[config.mk]
export PLATFORM = sky130hd
export DESIGN_NAME = address_gen
export DESIGN_NICKNAME = d
export VERILOG_FILES = /design/src/logic/lsq_pkg.sv /design/src/logic/address_gen.sv
export VERILOG_INCLUDE_DIRS = /design/src /design/src/logic
export SDC_FILE = /design/constraint.sdc
export NUM_CORES = 1
export LEC_CHECK = 0
export BUFFER_PORTS_ARGS = -buffer_cell sky130_fd_sc_hd__buf_2
export CAP_MARGIN = 20
export CORE_ASPECT_RATIO = 1.25
export CORE_MARGIN = 2
export CORE_UTILIZATION = 28
export CTS_BUF_LIST = sky130_fd_sc_hd__clkbuf_16
export CTS_CLUSTER_SIZE = 30
export DETAILED_ROUTE_END_ITERATION = 8
export PLACE_DENSITY = 0.62
export SLEW_MARGIN = 15
export SYNTH_ARGS = -nofsm -noshare
export SYNTH_HDL_FRONTEND = slang
export SYNTH_SLANG_ARGS = --single-unit
[constraint.sdc]
create_clock -name clk -period 5.2 [get_ports clk]
set_input_delay 1.04 -clock clk [delete_from_list [all_inputs] [get_ports clk]]
set_output_delay 1.04 -clock clk [all_outputs]
set_load 0.03 [all_outputs]
[src/logic/lsq_macros.svh]
`ifndef LSQ_MACROS_SVH
`define LSQ_MACROS_SVH

// queue sizing
`define LSQ_DEPTH 16
`define LSQ_IDX_BITS 4

// data ram, word address bits
`define DMEM_WORDS_LOG2 8

`endif

[src/logic/lsq_pkg.sv]
`default_nettype none

`include "lsq_macros.svh"

package lsq_pkg;

    localparam logic [6:0] op_load  = 7'b0000011;
    localparam logic [6:0] op_store = 7'b0100011;

    // shared by loads and stores
    localparam logic [2:0] f3_b  = 3'b000;
    localparam logic [2:0] f3_h  = 3'b001;
    localparam logic [2:0] f3_w  = 3'b010;
    localparam logic [2:0] f3_bu = 3'b100;
    localparam logic [2:0] f3_hu = 3'b101;

    typedef struct packed {
        logic [11:0] imm;
        logic [4:0]  rs1;
        logic [2:0]  funct3;
        logic [4:0]  rd;
        logic [6:0]  opcode;
    } i_fmt_t;

    typedef struct packed {
        logic [6:0]  imm_hi;
        logic [4:0]  rs2;
        logic [4:0]  rs1;
        logic [2:0]  funct3;
        logic [4:0]  imm_lo;
        logic [6:0]  opcode;
    } s_fmt_t;

    // loads decode as I, stores as S
    typedef union packed {
        i_fmt_t i;
        s_fmt_t s;
    } inst_u;

    typedef struct packed {
        inst_u       inst;
        logic [5:0]  pd;
        logic [4:0]  rd;
        logic [5:0]  rob;
    } dispatch_t;

    typedef struct packed {
        logic [`LSQ_IDX_BITS-1:0] idx;
        inst_u                    inst;
        logic [31:0]              rs1_data;
        logic [31:0]              rs2_data;
    } agu_issue_t;

    typedef struct packed {
        logic [`LSQ_IDX_BITS-1:0] idx;
        logic [31:0]              addr;
        logic [31:0]              store_data;
    } agu_result_t;

    typedef struct packed {
        logic        valid;
        logic        addr_ready;
        dispatch_t   disp;
        logic [31:0] addr;
        logic [31:0] store_data;
    } lsq_entry_t;

    typedef struct packed {
        logic [31:0] addr;     // word aligned
        logic [3:0]  rmask;
        logic [3:0]  wmask;
        logic [31:0] wdata;
    } dmem_req_t;

    typedef struct packed {
        logic        valid;
        logic [5:0]  rob_idx;
        logic [5:0]  pd;
        logic [4:0]  rd;
        logic [31:0] value;
        logic [31:0] addr;     // byte address
        logic [3:0]  rmask;
        logic [3:0]  wmask;
    } cdb_t;

endpackage

`default_nettype wire

[src/logic/address_gen.sv]
`timescale 1ns/1ps
`default_nettype none

module address_gen (
    input  wire logic               clk,
    input  wire logic               rst,
    input  wire logic               issue_valid,
    input  wire lsq_pkg::agu_issue_t issue,
    output logic                    res_valid,
    output lsq_pkg::agu_result_t    res
);

    logic [31:0] imm;
    logic [31:0] sum;

    // immediate layout depends on load vs store
    always_comb begin
        if (issue.inst.s.opcode == lsq_pkg::op_store) begin
            imm = {{20{issue.inst.s.imm_hi[6]}}, issue.inst.s.imm_hi, issue.inst.s.imm_lo};
        end else begin
            imm = {{20{issue.inst.i.imm[11]}}, issue.inst.i.imm};
        end
    end

    assign sum = issue.rs1_data + imm;

    always_ff @(posedge clk) begin
        if (rst) begin
            res_valid <= 1'b0;
        end else begin
            res_valid <= issue_valid;
        end
    end

    always_ff @(posedge clk) begin
        if (issue_valid) begin
            res.idx        <= issue.idx;
            res.addr       <= sum;
            res.store_data <= issue.rs2_data;   // only meaningful for stores
        end
    end

endmodule

`default_nettype wire

## Word level (Yosys, flattened, before mapping)

Index checks and enable logic that the tools add are counted.

- $add $sub $neg: 1
- Eq/ne operators: 1
- Muxes and demuxes: 1

Operators by type and width:

| kind | count |
|---|---|
| 32-bit adder | 1 |
| 7-bit by 6-bit == test with 1-bit output, second input constant | 1 |
| 5-bit two-way mux | 1 |

- Bits in registers: 69
- Word-level logic and storage cells: 7

## Logic depth before layout (Yosys ltp)

- Depth in word-level cells: 3
- Depth in mapped cells: 14
- Depth with buffers taken out: 14

## Worst setup path after synthesis

OpenSTA, ideal clock, no wires.

- Path kind: input to register
- Start: in issue[66] (netlist bit)
- End: reg res[62] (netlist bit), data pin
- Arrival: 3.784 ns
- Data required time: 4.934 ns
- Setup slack: 1.150 ns
- Cell stages on the path: 14
- Cells stage by stage: nor4b_1 > nand4b_1 > mux2_2 > ha_1 > inv_1 > fa_1 > nor2b_1 > o21bai_1 > a211oi_1 > o21ai_1 > o31ai_2 > a31oi_1 > o221ai_1 > xor2_1

- Cells in the longest elaborated chain, start to end: 3

Ends and longest elaborated chain:

| what | RTL line | RTL |
|---|---|---|
| from (decl) | address_gen.sv:8 | `input wire lsq_pkg::agu_issue_t issue,` |
| 7-bit by 6-bit == test with 1-bit output | address_gen.sv:18 | `if (issue.inst.s.opcode == lsq_pkg::op_store) begin` |
| 5-bit two-way mux | address_gen.sv:18 |  |
| 32-bit adder | address_gen.sv:25 | `assign sum = issue.rs1_data + imm;` |
| named net sum[30] | address_gen.sv:14 | `logic [31:0] sum;` |
| to (decl) | address_gen.sv:10 | `output lsq_pkg::agu_result_t res` |

The timed path passes the listed nets, and every way through them passes these cells.
A chain may end at the register's enable or synchronous reset.

## Worst setup path after layout

Same ends and word-level chain as after synthesis.

==> metrics.cfg <==
[layout]
drive_above_1_share=0.400
area_growth_pct=36.2
layout_common_cells=163 x buf_2, 68 x edfxtp_1, 31 x ha_1
nets=607
final_cell_area_sq_mm=0.00509
fillerInstances=1315
mostFrequentLayoutCell=buf_2
diodes=0

[global_routing]
grt_pass1_wl_um=13800
grt_pass1_vias=2968
grt_max_degree=42
antenna_found_initial=0
grt.overflow.total=0
grt_use_total=0.122

[placed_design]
portBuffers=163
place_area_sq_mm=0.00475
place.gp.congestion=0.816
post-dp-hpwl_um=7320

[synthesis]
synth_edf_count=68
ys_warn_count=0
yosysSeqAreaShare=0.551
synth_fp_nets=438
postSynthRegisterBits=69
synth_top_cell_by_area=edfxtp_1
synthCells=303
synth_flop_cell=edfxtp_1
ys_types=47
syn-cell-area_sq_mm=0.00374
avgSynthCellArea_sq_um=12.3
synth_top_area_frac=0.546
synth.area.top_cells=edfxtp_1 55%, ha_1 10%, a21oi_1 4.0%
synthArstFlopShare=0

[timing]
finalSetupTns_ps=0
slew_violations=0
rsz0062_at_grt=false
relSlewSlack=0.581
tightest_slew_ps=625
finalHoldViolCount=0
period_needed_ps=4320
post-route-period-util=0.831
fmax_mhz=231
setup_viol=0

[die]
core_area_sq_mm=0.0132
die_w_um=107
row_count=47
start_util=0.284
die_y_um=133
io_pins=172
die-area_sq_mm=0.0143

[detailed_routing]
met3_wirelength_um=608
drt_iter0_markers=125
firstDrtPassIters=4
drc=0
wl_per_cell_um=13.8
wirelength_um=8970
wl_met2_um=4830
vias_per_cell=4.72
m1WireLength_um=3340
top_layer=met4
dr_total_vias=3059
antenna_left=0

[setup_path]
crit_buf_inv=2
crit_path_end_kind=flip-flop
arrival_ps=4390
critPathLaunchType=input pin
crit_type=input pin to flip-flop
worstPathRequired_ps=5270
path_cells=buf_2, nor4b_1, nand4b_1, mux2_2, ha_1, inv_1, fa_1, nor2b_1, o21bai_1, a211oi_1, o21ai_1, o31ai_2, a31oi_1, o221ai_1, xor2_1
max_stage_delay_ps=400
cpMaxStageDelayCell=fa_1
crit_fanout=5
crit_family=compound AO/OA/AOI/OAI gates

[clocking]
path_clk_slew_ps=50
ctsHtreeMaxLevel=3
root_buffer=clkbuf_16
cts_resized=0
cts_buffers=9
cts_tree=yes
post_cts_buffers=0
clockBufferDepth=2
cts_hold_buffers=0
cts.sinks=69

[power]
peakVddDrop_mv=0.154
leakage_nw=2.26
power_density_mw_per_mm2=362

[hold_path]
hold_path.class=input pin to flip-flop

[status]
run_status=finished, final reports clean

[job]
drv_cap=0

cell type report:
cell class	count	area (sq um)	share of cell area
inverter	8	30.0	0.00589
sequential	69	2060	0.405
tap	171	214	0.0420
multi-input combinational	220	1630	0.319
clock buffer	9	225	0.0442
clock inverter	7	115	0.0226
timing repair buffer	164	823	0.162
cell families (layout without fill, tap and decap cells):
kind of cell / Yosys count / in the layout / share of synthesized area
AND/OR/NAND/NOR: 68 / 68 / 0.0930
adder cells (fa/ha/maj): 32 / 32 / 0.109
buffers and inverters: 14 / 188 / 0.0144
AO/OA/AOI/OAI: 88 / 88 / 0.154
flip-flops: 69 / 69 / 0.551
XOR/XNOR: 27 / 27 / 0.0632
multiplexers: 5 / 5 / 0.0150
per-layer routing:
metal | vias to the layer above | global-route usage
met5 | - | 0
met3 | 16 | 0.0318
li1 | 1507 | -
met2 | 123 | 0.230
met1 | 1413 | 0.128
met4 | 0 | 0.0477
power breakdown:
| group | leakage, nW | switching (mW) | internal (mW) |
|---|---|---|---|
| Clock | 0.167 | 0.207 | 0.466 |
| Sequential | 0.674 | 0.0137 | 0.695 |
| Combinational | 1.42 | 0.304 | 0.160 |
synth_stat cells (2+ instances only):
master	instances
edfxtp_1	68
a21o_1	16
o21ai_0	13
and3_1	2
and4_1	2
nand2b_1	4
nor3_1	4
ha_1	31
o31ai_1	2
nor2b_1	7
xnor2_1	16
inv_1	7
o311ai_0	2
o221ai_1	3
clkbuf_1	5
nand3_1	9
a211oi_1	3
mux2_2	5
xor2_1	11
a31oi_1	7
nand2_1	16
nand4_1	3
a21oi_1	30
nor2_1	14
per-stage QoR:
stage	utilization	instances	setup WS [ps]	power (mW)	hold slack [ps]
2_1_floorplan	-	303	1150	1.03	1110
3_3_place_gp	0.361	632	615	1.18	1200
3_5_place_dp	0.361	632	563	1.18	1210
4_1_cts	0.387	648	889	1.87	872
5_1_grt	0.387	648	632	1.93	870
6_report	0.387	648	877	1.84	884
sequential cells by signal, indices dropped and copies added, names as in the netlist:
register   flops
res_valid      1
res           68
path summary, 6_finish.rpt:
kind	startpoint	end	cells after the start
max	issue[66]	res[62]	15
min	rst	res_valid	2
(Power assumes the default switching activity.)
