[config.mk]
export PLATFORM = sky130hd
export DESIGN_NAME = memory_queue
export DESIGN_NICKNAME = d
export VERILOG_FILES = /design/src/logic/lsq_pkg.sv /design/src/logic/memory_queue.sv
export VERILOG_INCLUDE_DIRS = /design/src /design/src/logic
export SDC_FILE = /design/constraint.sdc
export NUM_CORES = 1
export LEC_CHECK = 0
export ABC_AREA = 1
export BUFFER_PORTS_ARGS = -buffer_cell sky130_fd_sc_hd__buf_2
export CAP_MARGIN = 20
export CORE_UTILIZATION = 35
export DETAILED_ROUTE_END_ITERATION = 16
export GPL_ROUTABILITY_DRIVEN = 0
export PLACE_DENSITY = 0.5
export SLEW_MARGIN = 20
export SYNTH_ARGS = -nofsm -noshare
export SYNTH_HDL_FRONTEND = slang
export SYNTH_SLANG_ARGS = --single-unit
export TNS_END_PERCENT = 5
[constraint.sdc]
create_clock -name clk -period 6 [get_ports clk]
set_input_delay 1.2 -clock clk [delete_from_list [all_inputs] [get_ports clk]]
set_output_delay 1.2 -clock clk [all_outputs]
set_load 0.1 [all_outputs]
[src/logic/lsq_macros.svh]
`ifndef LSQ_MACROS_SVH
`define LSQ_MACROS_SVH

// queue sizing
`define LSQ_DEPTH 16
`define LSQ_IDX_BITS 4

// data ram, word address bits
`define DMEM_WORDS_LOG2 8

`endif

[src/logic/lsq_pkg.sv]
`default_nettype none

`include "lsq_macros.svh"

package lsq_pkg;

    localparam logic [6:0] op_load  = 7'b0000011;
    localparam logic [6:0] op_store = 7'b0100011;

    // shared by loads and stores
    localparam logic [2:0] f3_b  = 3'b000;
    localparam logic [2:0] f3_h  = 3'b001;
    localparam logic [2:0] f3_w  = 3'b010;
    localparam logic [2:0] f3_bu = 3'b100;
    localparam logic [2:0] f3_hu = 3'b101;

    typedef struct packed {
        logic [11:0] imm;
        logic [4:0]  rs1;
        logic [2:0]  funct3;
        logic [4:0]  rd;
        logic [6:0]  opcode;
    } i_fmt_t;

    typedef struct packed {
        logic [6:0]  imm_hi;
        logic [4:0]  rs2;
        logic [4:0]  rs1;
        logic [2:0]  funct3;
        logic [4:0]  imm_lo;
        logic [6:0]  opcode;
    } s_fmt_t;

    // loads decode as I, stores as S
    typedef union packed {
        i_fmt_t i;
        s_fmt_t s;
    } inst_u;

    typedef struct packed {
        inst_u       inst;
        logic [5:0]  pd;
        logic [4:0]  rd;
        logic [5:0]  rob;
    } dispatch_t;

    typedef struct packed {
        logic [`LSQ_IDX_BITS-1:0] idx;
        inst_u                    inst;
        logic [31:0]              rs1_data;
        logic [31:0]              rs2_data;
    } agu_issue_t;

    typedef struct packed {
        logic [`LSQ_IDX_BITS-1:0] idx;
        logic [31:0]              addr;
        logic [31:0]              store_data;
    } agu_result_t;

    typedef struct packed {
        logic        valid;
        logic        addr_ready;
        dispatch_t   disp;
        logic [31:0] addr;
        logic [31:0] store_data;
    } lsq_entry_t;

    typedef struct packed {
        logic [31:0] addr;     // word aligned
        logic [3:0]  rmask;
        logic [3:0]  wmask;
        logic [31:0] wdata;
    } dmem_req_t;

    typedef struct packed {
        logic        valid;
        logic [5:0]  rob_idx;
        logic [5:0]  pd;
        logic [4:0]  rd;
        logic [31:0] value;
        logic [31:0] addr;     // byte address
        logic [3:0]  rmask;
        logic [3:0]  wmask;
    } cdb_t;

endpackage

`default_nettype wire

[src/logic/memory_queue.sv]
`timescale 1ns/1ps
`default_nettype none

`include "lsq_macros.svh"

module memory_queue #(
    parameter int QUEUE_DEPTH = `LSQ_DEPTH
) (
    input  wire logic                 clk,
    input  wire logic                 rst,

    // dispatch side
    input  wire logic                 dispatch_valid,
    input  wire lsq_pkg::dispatch_t   dispatch,

    // address generator
    input  wire logic                 agu_valid,
    input  wire lsq_pkg::agu_result_t agu_res,

    input  wire logic [5:0]           commit_rob,

    // data ram response
    input  wire logic [31:0]          dmem_rdata,
    input  wire logic                 dmem_valid,

    output logic                      full,
    output logic [`LSQ_IDX_BITS-1:0]  mem_idx,
    output lsq_pkg::dmem_req_t        dmem_req,
    output lsq_pkg::cdb_t             cdb
);

    localparam int IDX_W = $clog2(QUEUE_DEPTH);

    lsq_pkg::lsq_entry_t q [QUEUE_DEPTH];
    lsq_pkg::lsq_entry_t head_ent;

    logic [IDX_W:0]   head;   // msb is the wrap bit
    logic [IDX_W:0]   tail;
    logic [IDX_W-1:0] head_slot;
    logic [IDX_W-1:0] tail_slot;

    logic             enq;
    logic             deq;
    logic             head_ready;
    logic             is_load;
    logic             is_store;
    logic             committed;

    logic [2:0]       funct3;
    logic [1:0]       offset;
    logic [3:0]       size_mask;
    logic [3:0]       lane_mask;

    logic [7:0]       byte_sel;
    logic [15:0]      half_sel;
    logic [31:0]      load_val;

    assign head_slot = head[IDX_W-1:0];
    assign tail_slot = tail[IDX_W-1:0];
    assign head_ent  = q[head_slot];

    assign full    = (head_slot == tail_slot) && (head[IDX_W] != tail[IDX_W]);
    assign mem_idx = `LSQ_IDX_BITS'(tail_slot);

    // a response only ever belongs to the head
    assign deq = dmem_valid;
    assign enq = dispatch_valid && (!full || deq);

    assign funct3     = head_ent.disp.inst.i.funct3;
    assign offset     = head_ent.addr[1:0];
    assign head_ready = head_ent.valid && head_ent.addr_ready;
    assign is_load    = head_ent.disp.inst.i.opcode == lsq_pkg::op_load;
    assign is_store   = head_ent.disp.inst.s.opcode == lsq_pkg::op_store;
    assign committed  = head_ent.disp.rob == commit_rob;

    always_comb begin
        case (funct3)
            lsq_pkg::f3_b, lsq_pkg::f3_bu: size_mask = 4'b0001;
            lsq_pkg::f3_h, lsq_pkg::f3_hu: size_mask = 4'b0011;
            default:                       size_mask = 4'b1111;
        endcase
        lane_mask = size_mask << offset;
    end

    // head request, stores held back until the rob lets them go
    always_comb begin
        dmem_req.addr  = {head_ent.addr[31:2], 2'b00};
        dmem_req.rmask = (head_ready && is_load) ? lane_mask : 4'b0000;
        dmem_req.wmask = (head_ready && is_store && committed) ? lane_mask : 4'b0000;
        dmem_req.wdata = head_ent.store_data << {offset, 3'b000};
    end

    assign byte_sel = dmem_rdata[8*offset +: 8];
    assign half_sel = dmem_rdata[16*offset[1] +: 16];

    always_comb begin
        case (funct3)
            lsq_pkg::f3_b:  load_val = {{24{byte_sel[7]}}, byte_sel};
            lsq_pkg::f3_bu: load_val = {24'b0, byte_sel};
            lsq_pkg::f3_h:  load_val = {{16{half_sel[15]}}, half_sel};
            lsq_pkg::f3_hu: load_val = {16'b0, half_sel};
            default:        load_val = dmem_rdata;
        endcase
    end

    always_comb begin
        cdb = '0;
        if (dmem_valid) begin
            cdb.valid   = 1'b1;
            cdb.rob_idx = head_ent.disp.rob;
            cdb.pd      = head_ent.disp.pd;
            cdb.rd      = head_ent.disp.rd;
            cdb.value   = is_load ? load_val : 32'b0;  // stores carry no result
            cdb.addr    = head_ent.addr;
            cdb.rmask   = is_load ? lane_mask : 4'b0000;
            cdb.wmask   = is_store ? lane_mask : 4'b0000;
        end
    end

    always_ff @(posedge clk) begin
        if (rst) begin
            head <= '0;
            tail <= '0;
            for (int i = 0; i < QUEUE_DEPTH; i++) begin
                q[i].valid      <= 1'b0;
                q[i].addr_ready <= 1'b0;
            end
        end else begin
            // addresses come back in any slot order
            if (agu_valid) begin
                q[agu_res.idx].addr_ready <= 1'b1;
                q[agu_res.idx].addr       <= agu_res.addr;
                q[agu_res.idx].store_data <= agu_res.store_data;
            end

            if (deq) begin
                q[head_slot].valid      <= 1'b0;
                q[head_slot].addr_ready <= 1'b0;
                head                    <= head + 1'b1;
            end

            // last so a refill of the freed slot wins when full
            if (enq) begin
                q[tail_slot].valid      <= 1'b1;
                q[tail_slot].addr_ready <= 1'b0;
                q[tail_slot].disp       <= dispatch;
                tail                    <= tail + 1'b1;
            end
        end
    end

endmodule

`default_nettype wire

==> Word level (Yosys, flattened, before mapping) <==
Memory sizes are Yosys's and may differ from the RTL's. A register that Yosys moved wholly into a read port is not among the register bits.
Cells that the tools add are included.
{ "op_classes": {"n_addsub": 2, "n_eq_ne": 8, "shift": 4, "muxes": 30, "n_reduce_logical": 14} }
{ "op_table": {"columns": ["cell", "count"], "rows": [
  ["2-to-1 mux 115 bit", 3],
  ["OR reduction 115 bit", 3],
  ["case mux 32 bit (4 select lines)", 1],
  ["2-to-1 mux 90 bit", 1],
  ["2-to-1 mux 4 bit", 10],
  ["2-to-1 mux 32 bit", 1],
  ["variable part select 32 x 6 -> 16 bit", 1],
  ["variable part select 32 x 6 -> 8 bit", 1],
  ["<< shifter 32 x 5 -> 32 bit", 1],
  ["2-to-1 mux 1 bit", 11],
  ["adder 5 x 1 -> 5 bit (second input constant)", 2],
  ["case mux 4 bit (2 select lines)", 1],
  ["== test 7 x 2 -> 1 bit (second input constant)", 1],
  ["== test 7 x 6 -> 1 bit (second input constant)", 1],
  ["== test 3 bit (second input constant)", 2],
  ["== test 6 bit", 1],
  ["logical AND 1 bit", 6],
  ["== test 4 bit", 1],
  ["OR reduction 2 bit", 2],
  ["<< shifter 4 x 2 -> 4 bit", 1],
  ["== test 3 x 1 -> 1 bit (second input constant)", 1],
  ["logical NOT 3 bit", 1],
  ["2-to-1 mux 3 bit", 1],
  ["2-to-1 mux 2 bit", 1],
  ["other kinds (3)", 3]
]} }
{ "totals": {"regBits": 10, "ramBits": 1840, "in_bits": 160, "output_inout_bits": 167, "word_cells": 61, "n_memories": 1} }
{ "mem_list": {"columns": ["name", "depth", "width", "rd", "rd_clocked_by_memory_dff", "write_ports", "line_no", "rtl"], "rows": [
  ["q", 16, 115, 1, 1, 16, "memory_queue.sv:34", "lsq_pkg::lsq_entry_t q [QUEUE_DEPTH];"]
]} }

==> Depth between registers and ports, before layout <==
Gate-level depths: netlist of run 1.
{ "logic_depth": {"ltp_word": 10, "ltp_mapped": 16, "mapped_depth_nobuf": 15} }

==> Worst setup path after synthesis of run 1 <==
OpenSTA, ideal clock, no wires.
{ "synth_timing": {"kind": "input port to flip-flop", "startpoint": "input port rst", "endpoint": "memory q[11][0] (netlist name), enable pin", "setup_ns": 0.487, "t_arrival_ns": 4.475, "required_ns": 5.513, "path_slack_ns": 1.038, "cell_stages": 4, "n_path_buf": 1, "path_cell_list": "clkbuf_1 -> nor2_1 -> nand3_1 -> nor2_1"} }
{ "synth_lines": {"columns": ["element", "line_no", "rtl"], "rows": [
  ["start: declaration", "memory_queue.sv:10", "input wire logic rst,"],
  ["end: declaration", "memory_queue.sv:34", null]
]} }

==> metrics.md, run 1 <==
| Metric | Value |
|---|---|
| Slack of the worst reg-to-reg path | 2530 ps |
| Per-cell routed wire length | 23.9 um |
| Die area | 0.176 mm^2 |
| Initial Util | 35.4% |
| CP max FO | 148 |
| Highest-count cells in the layout ignoring fill and taps | edfxtp_1, nor2_1, o21ai_0, nand2_1, nand3_1 |
| Setup TNS | 0 ps |
| Share of layout cells above drive strength 1 | 12.8% |
| Post-DP HPWL | 91900 um |
| Least-Margin Pin Slew | 1200 ps |
| DR DRC count | 0 |
| Total Routing Usage GR | 20.1% |
| CTS root buf | clkbuf_16 |
| MaxCap Viol Count | 0 |
| Commonest non-fill, non-tap cell in the layout | edfxtp_1 |
| Vias/cell | 5.30 |
| Cts repair resizes | 0 |
| CTS tree | built |
| FILL cells | 16200 |
| Status | finished clean |
| Post-synthesis async set-or-reset flop share | 0% |
| Max Clock Freq | 0.178 GHz |
| Core Util, Final | 41.1% |
| Minimum clock period | 5630 ps |
| Final setup fails | 0 |
| Worst vdd rail ir drop | 0.000263 V |
| Register area | 0.0447 mm^2 |
| Largest net degree at the start of global routing | 225 |
| Die W | 419 um |
| Placed Instances | 7247 |
| Max Root-Sink Buffers | 3 |
| Top sig layer | met5 |
| Yosys reg bits | 1502 |
| Area of the multi-input gates | 0.0142 mm^2 |
| Prevailing post-synth register cell | edfxtp_1 |
| DR WL met3 | 9800 um |
| Critical path required time | 4800 ps |
| Clock Latency Late Sink | 790 ps |
| Port-buffer cells | 302 |
| Post-synthesis sequential area ratio | 73.2% |
| Core Area | 0.172 mm^2 |
| Hold_buf cts | 0 |
| Worst min path class | reg -> reg |
| DR iter-0 viols | 3748 |
| RSZ-0062 raised after global routing | false |
| Syn Inst Count | 4893 |
| Worst-path clk slew | 60 ps |
| CTS Buf Count | 157 |
| Number of synthesized flops with an enable pin | 1456 |
| Die H | 419 um |
| Slew HR | 20.3% |
| Pwr dens | 338 mW/mm^2 |
| WS Path Type | reg -> out |
| Net count, final | 5264 |
| Antenna violations before repair | 35 |
| Final Hold Fails | 0 |
| Routed Antenna Nets | 0 |
| # rows | 152 |
| Synth Cell Area | 0.0610 mm^2 |
| H-tree levels | 4 |
| Routed wl met2 | 85600 um |
| Final Cycle Share | 93.9% |
| Synth cell types | 38 |
| Yosys warning total | 0 |
| Vias in the first global route | 38000 |
| Setup WS pre-CTS | 1170 ps |
| Overall power | 0.0239 W |
| Wire length on met1 | 80500 um |
| WP data arrival | 4430 ps |
| Max Slew Vio Count | 0 |
| Fin worst setup slack | 367 ps |
| Overflow after GRT | 0 |
| Layout Area Growth over Synthesis | 16.2% |
| Critical path endpoint category | output port |
| Pleak | 24.0 nW |
| Worst Setup Start Kind | register |
| DR vias | 39900 |
| Clock sinks | 1502 |
| Final cell count without fillers | 7533 |
| DRT Pass-1 Iters | 5 |
| First-pass GRT wire length | 262000 um |
| Post-CTS Repair Setup Buffers | 0 |
| Avg Cell Area, Syn | 12.5 um^2 |
| I/O pin count | 327 |
| Clk_skew | 42.8 ps |
| WL final | 180000 um |
[per-layer routing]
layer	GRT usage [%]	vias up
met3	3.33	293
met1	27.9	20100
met4	4.81	22
met2	32.8	1178
met5	0	-
li1	-	18300
[cells in the mapped netlist (2+ instances only)]
master	count	area, um^2
xor2_1	4	35.0
inv_1	146	548
nand3_4	3	52.6
ha_1	8	100
buf_4	43	323
o211ai_1	112	841
nor2_1	819	3070
nor3_1	5	25.0
nand3_1	314	1570
o21ai_0	619	3100
nor3_2	2	20.0
inv_2	6	22.5
clkbuf_2	2	10.0
clkbuf_1	157	589
nand4_1	6	37.5
buf_2	99	495
nand2_2	6	37.5
a21oi_1	90	450
nand3_2	2	20.0
or2_2	18	113
nand3b_1	5	37.5
edfxtp_1	1456	43700
dfxtp_1	46	921
buf_1	17	63.8
nand2_1	551	2070
or2_1	2	12.5
buf_6	21	236
o221ai_1	181	1590
o21ai_1	69	345
o22ai_1	76	475
[cells by family (layout without fill, tap and decap cells)]
| logic type | Yosys count | count (layout) | share of synthesized area (%) |
|---|---|---|---|
| adders and majority gates | 8 | 8 | 0.164 |
| DFF | 1502 | 1502 | 73.2 |
| AOI/OAI and AO/OA | 1148 | 1148 | 11.2 |
| xor gates and xnor gates | 5 | 5 | 0.0718 |
| other | 1 | 3 | 0.00615 |
| and+or+nand+nor | 1737 | 1737 | 11.7 |
| buffers and inverters | 492 | 820 | 3.76 |
[registers in the layout (all words and copies together), names as in the netlist, named ones only]
| name | count |
|---|---|
| head | 5 |
| q | 1488 |
| tail | 5 |
[path summary, 6_finish.rpt]
check | startpoint | endpoint | cells past startpoint
worst max register to register | tail[1] | q[0][70] | 10
worst min register to register | q[5][114] | q[5][114] | 2
worst min-delay path | q[5][114] | q[5][114] | 2
worst max-delay path | register | cdb[68] | 12
[worst max-delay path, stage by stage (launching register included)]
cell     delay, ps
dfxtp_4        390
inv_8          740
nor2_1         100
o21ai_0        110
nand3_1        120
nand3_1        130
nand2_2        170
inv_2          360
nand2_4        150
nor2_1         140
nand3_2        440
a21oi_1        450
buf_12         220
[power breakdown]
group          switching, W  internal [W]
Combinational       0.00218      0.000659
Sequential        0.0000345        0.0116
Clock               0.00411       0.00533
Total               0.00633        0.0176
[per-stage QoR]
step | cell area (um^2) | hold slack, ps
finish | 70900 | 476
global route | 70900 | 487
CTS | 70900 | 472
detailed placement | 65900 | 463
global placement | 65900 | 456
floorplan | 61000 | 442
[cell type report]
class                      count  share of cell area (%)
antenna                        1                 0.00353
clock buffer                 199                    5.81
clock inverter                86                    1.17
inverter                     153                   0.849
multi-input combinational   2900                    20.0
sequential                  1502                    63.0
tap                         2310                    4.08
timing repair buffer         382                    5.06
Power figures use the tool's default switching activity.
==> run 2: changes to the inputs <==
--- a/config.mk
+++ b/config.mk
@@ -13,6 +13,7 @@
 export DETAILED_ROUTE_END_ITERATION = 16
 export GPL_ROUTABILITY_DRIVEN = 0
 export PLACE_DENSITY = 0.5
+export REMOVE_ABC_BUFFERS = 1
 export SLEW_MARGIN = 20
 export SYNTH_ARGS = -nofsm -noshare
 export SYNTH_HDL_FRONTEND = slang
==> constraint.sdc (replaced) <==
create_clock -name clk -period 6 [get_ports clk]
set_input_delay 1.2 -clock clk [delete_from_list [all_inputs] [get_ports clk]]
set_output_delay 1.2 -clock clk [all_outputs]
set_load 0.01 [all_outputs]
==> run 2 against run 1 <==
  * Die area did not move
  * Combinational power shrank 34%
  * Count of clock-buffer cells in the layout increased by 16
  * Worst hold slack lost 12 ps
  * Non-clock buffer count up 2
  * Via count down 1.3%
  * Design area is 1.4% lower
  * Total power decreased by 3.8%
  * Critical path depth fell by 4
==> metrics.md, run 2 (same netlist as run 1, synthesis figures left out) <==
| Metric | Value |
|---|---|
| Area of the multi-input gates | 0.0142 mm^2 (unchanged) |
| WP data arrival | 4270 ps (was 4430 ps) |
| Worst-path clk slew | 60 ps (about the same) |
| DR iter-0 viols | 3169 (was 3748) |
| WL final | 177000 um (was 180000 um) |
| Clock sinks | 1502 (unchanged) |
| Net count, final | 5273 (was 5264) |
| Worst vdd rail ir drop | 0.000228 V (was 0.000263 V) |
| Register area | 0.0447 mm^2 (unchanged) |
| Top reg by flops | q (unchanged) |
| Worst Setup Start Kind | register (unchanged) |
| Critical path buffers and inverters | 4 (was 3) |
| I/O pin count | 327 (unchanged) |
| Slew HR | 22.2% (was 20.3%) |
| Status | finished clean (unchanged) |
| Final setup fails | 0 (unchanged) |
| Total Routing Usage GR | 19.8% (was 20.1%) |
| Critical-path cell list | inv_8 > buf_4 > buf_4 > o21ai_0 > o221ai_1 > nand3_1 > a21oi_1 > buf_2 (was inv_8 > nor2_1 > o21ai_0 > nand3_1 > nand3_1 > nand2_2 > inv_2 > nand2_4 > nor2_1 > nand3_2 > a21oi_1 > buf_12) |
| Cell family with most CP delay | buffers and inverters (unchanged) |
| Core Util, Final | 40.5% (was 41.1%) |
| Largest register FFs | 1488 (unchanged) |
| Post-DP HPWL | 89900 um (was 91900 um) |
| CTS tree | built (unchanged) |
| Max Clock Freq | 0.183 GHz (was 0.178 GHz) |
| Antenna violations before repair | 35 (unchanged) |
| Routed wl met2 | 87500 um (was 85600 um) |
| CTS root buf | clkbuf_16 (unchanged) |
| Worst hold slack | 464 ps (was 476 ps) |
| Top flop regs | q x1488, head x5, tail x5 (unchanged) |
| First-pass GRT wire length | 256000 um (was 262000 um) |
| Crit-path most repeated cell | buf_4 |
| Die W | 419 um (unchanged) |
| CTS Buf Count | 164 (was 157) |
| Routed Antenna Nets | 0 (unchanged) |
| Commonest non-fill, non-tap cell in the layout | edfxtp_1 (unchanged) |
| Worst min path class | reg -> reg (unchanged) |
| Critical path endpoint category | output port (unchanged) |
| Pwr dens | 329 mW/mm^2 (was 338 mW/mm^2) |
| CP max FO | 77 (was 148) |
| Per-cell routed wire length | 23.4 um (was 23.9 um) |
| Layout Area Growth over Synthesis | 14.5% (was 16.2%) |
| Die H | 419 um (unchanged) |
| Max Slew Vio Count | 0 (unchanged) |
| Vias in the first global route | 37600 (was 38000) |
| Vias/cell | 5.22 (was 5.30) |
| Critical path required time | 4800 ps (about the same) |
| MaxCap Viol Count | 0 (unchanged) |
| RSZ-0062 raised after global routing | false (unchanged) |
| FILL cells | 16400 (was 16200) |
| Max Root-Sink Buffers | 3 (unchanged) |
| Overflow after GRT | 0 (unchanged) |
| Minimum clock period | 5470 ps (was 5630 ps) |
| Slowest cell on the critical path | buf_4 (was inv_8) |
| Least-Margin Pin Slew | 1160 ps (was 1200 ps) |
| Wire length on met1 | 76500 um (was 80500 um) |
| Final Hold Fails | 0 (unchanged) |
| H-tree levels | 4 (unchanged) |
| DR DRC count | 0 (unchanged) |
| Highest-count cells in the layout ignoring fill and taps | edfxtp_1, nor2_1, o21ai_0, nand2_1, nand3_1 (unchanged) |
| Top sig layer | met5 (unchanged) |
| Core Area | 0.172 mm^2 (unchanged) |
| DR WL met3 | 8470 um (was 9800 um) |
| Clock Latency Late Sink | 790 ps (about the same) |
| DRT Pass-1 Iters | 5 (unchanged) |
| Final Cycle Share | 91.2% (was 93.9%) |
| WS Path Type | reg -> out (unchanged) |
| Clk_skew | 40.3 ps (was 42.8 ps) |
| Pleak | 23.8 nW (was 24.0 nW) |
| Port-buffer cells | 302 (unchanged) |
| Initial Util | 35.4% (unchanged) |
| Largest net degree at the start of global routing | 241 (was 225) |
| # rows | 152 (unchanged) |
| Share of layout cells above drive strength 1 | 12.6% (was 12.8%) |
| Die area | 0.176 mm^2 (unchanged) |
| CP max stage delay | 620 ps (was 740 ps) |
| DR vias | 39400 (was 39900) |
run 2: where the power goes:
| part | switching, W | internal [W] | leakage [nW] |
|---|---|---|---|
| registers | 0.0000372 | 0.0116 | 13.5 |
| clock network | 0.00409 | 0.00541 | 2.43 |
| logic | 0.00135 | 0.000515 | 7.84 |
| total | 0.00548 | 0.0175 | 23.8 |
run 2: through the flow:
| stage | total power, W | area, um^2 | setup TNS [ps] | instances | setup WS, ps |
|---|---|---|---|---|---|
| final | 0.0230 | 69900 | 0 | 7545 | 530 |
| after global routing | 0.0239 | 69900 | 0 | 7542 | 219 |
| after CTS | 0.0233 | 69800 | 0 | 7536 | 99.4 |
| after detailed placement | 0.0138 | 64700 | 0 | 7246 | 958 |
| after global placement | 0.0138 | 64700 | 0 | 7246 | 964 |
| after floorplan | 0.0130 | 59300 | -4156030 | 4555 | -26820 |
run 2: worst reg2reg max path, stage by stage, from the launching register on:
cell	delay, ps
dfxtp_1	460
inv_1	150
nand2_1	80
a21oi_1	90
nand4_1	100
nand2_1	170
nor2_1	740
nand3_1	270
clkinv_1	590
buf_4	450
run 2: cell type report:
type,instances,area share [%]
Sequential cell,1502,63.9
Multi-Input combinational cell,2900,20.3
Clock buffer,215,6.21
Tap cell,2310,4.14
Timing Repair Buffer,384,3.53
Clock inverter,75,1.00
Inverter,153,0.867
Antenna cell,6,0.0215
run 2: path summary, 6_finish.rpt:
kind / startpoint / to / slack [ps] / cells past startpoint
worst min register to register: head[4] / head[4] / 460 / 1
worst max-delay path: register / cdb[37] / 530 / 8
worst min-delay path: head[4] / head[4] / 460 / 1
worst max register to register: tail[3] / q[2][87] / 2540 / 9
run 2: per-layer routing:
metal	vias up	global-route usage [%]
met5	-	0
met4	14	5.60
met3	315	2.87
met2	1030	33.9
met1	19700	26.0
li1	18300	-
run 2: what timing repair did:
action                                  4_1_cts  5_1_grt
resized for setup                             0        2
buffers inserted                              0        1
hold buffers                                  0        0
endpoints found under the setup margin        0       24
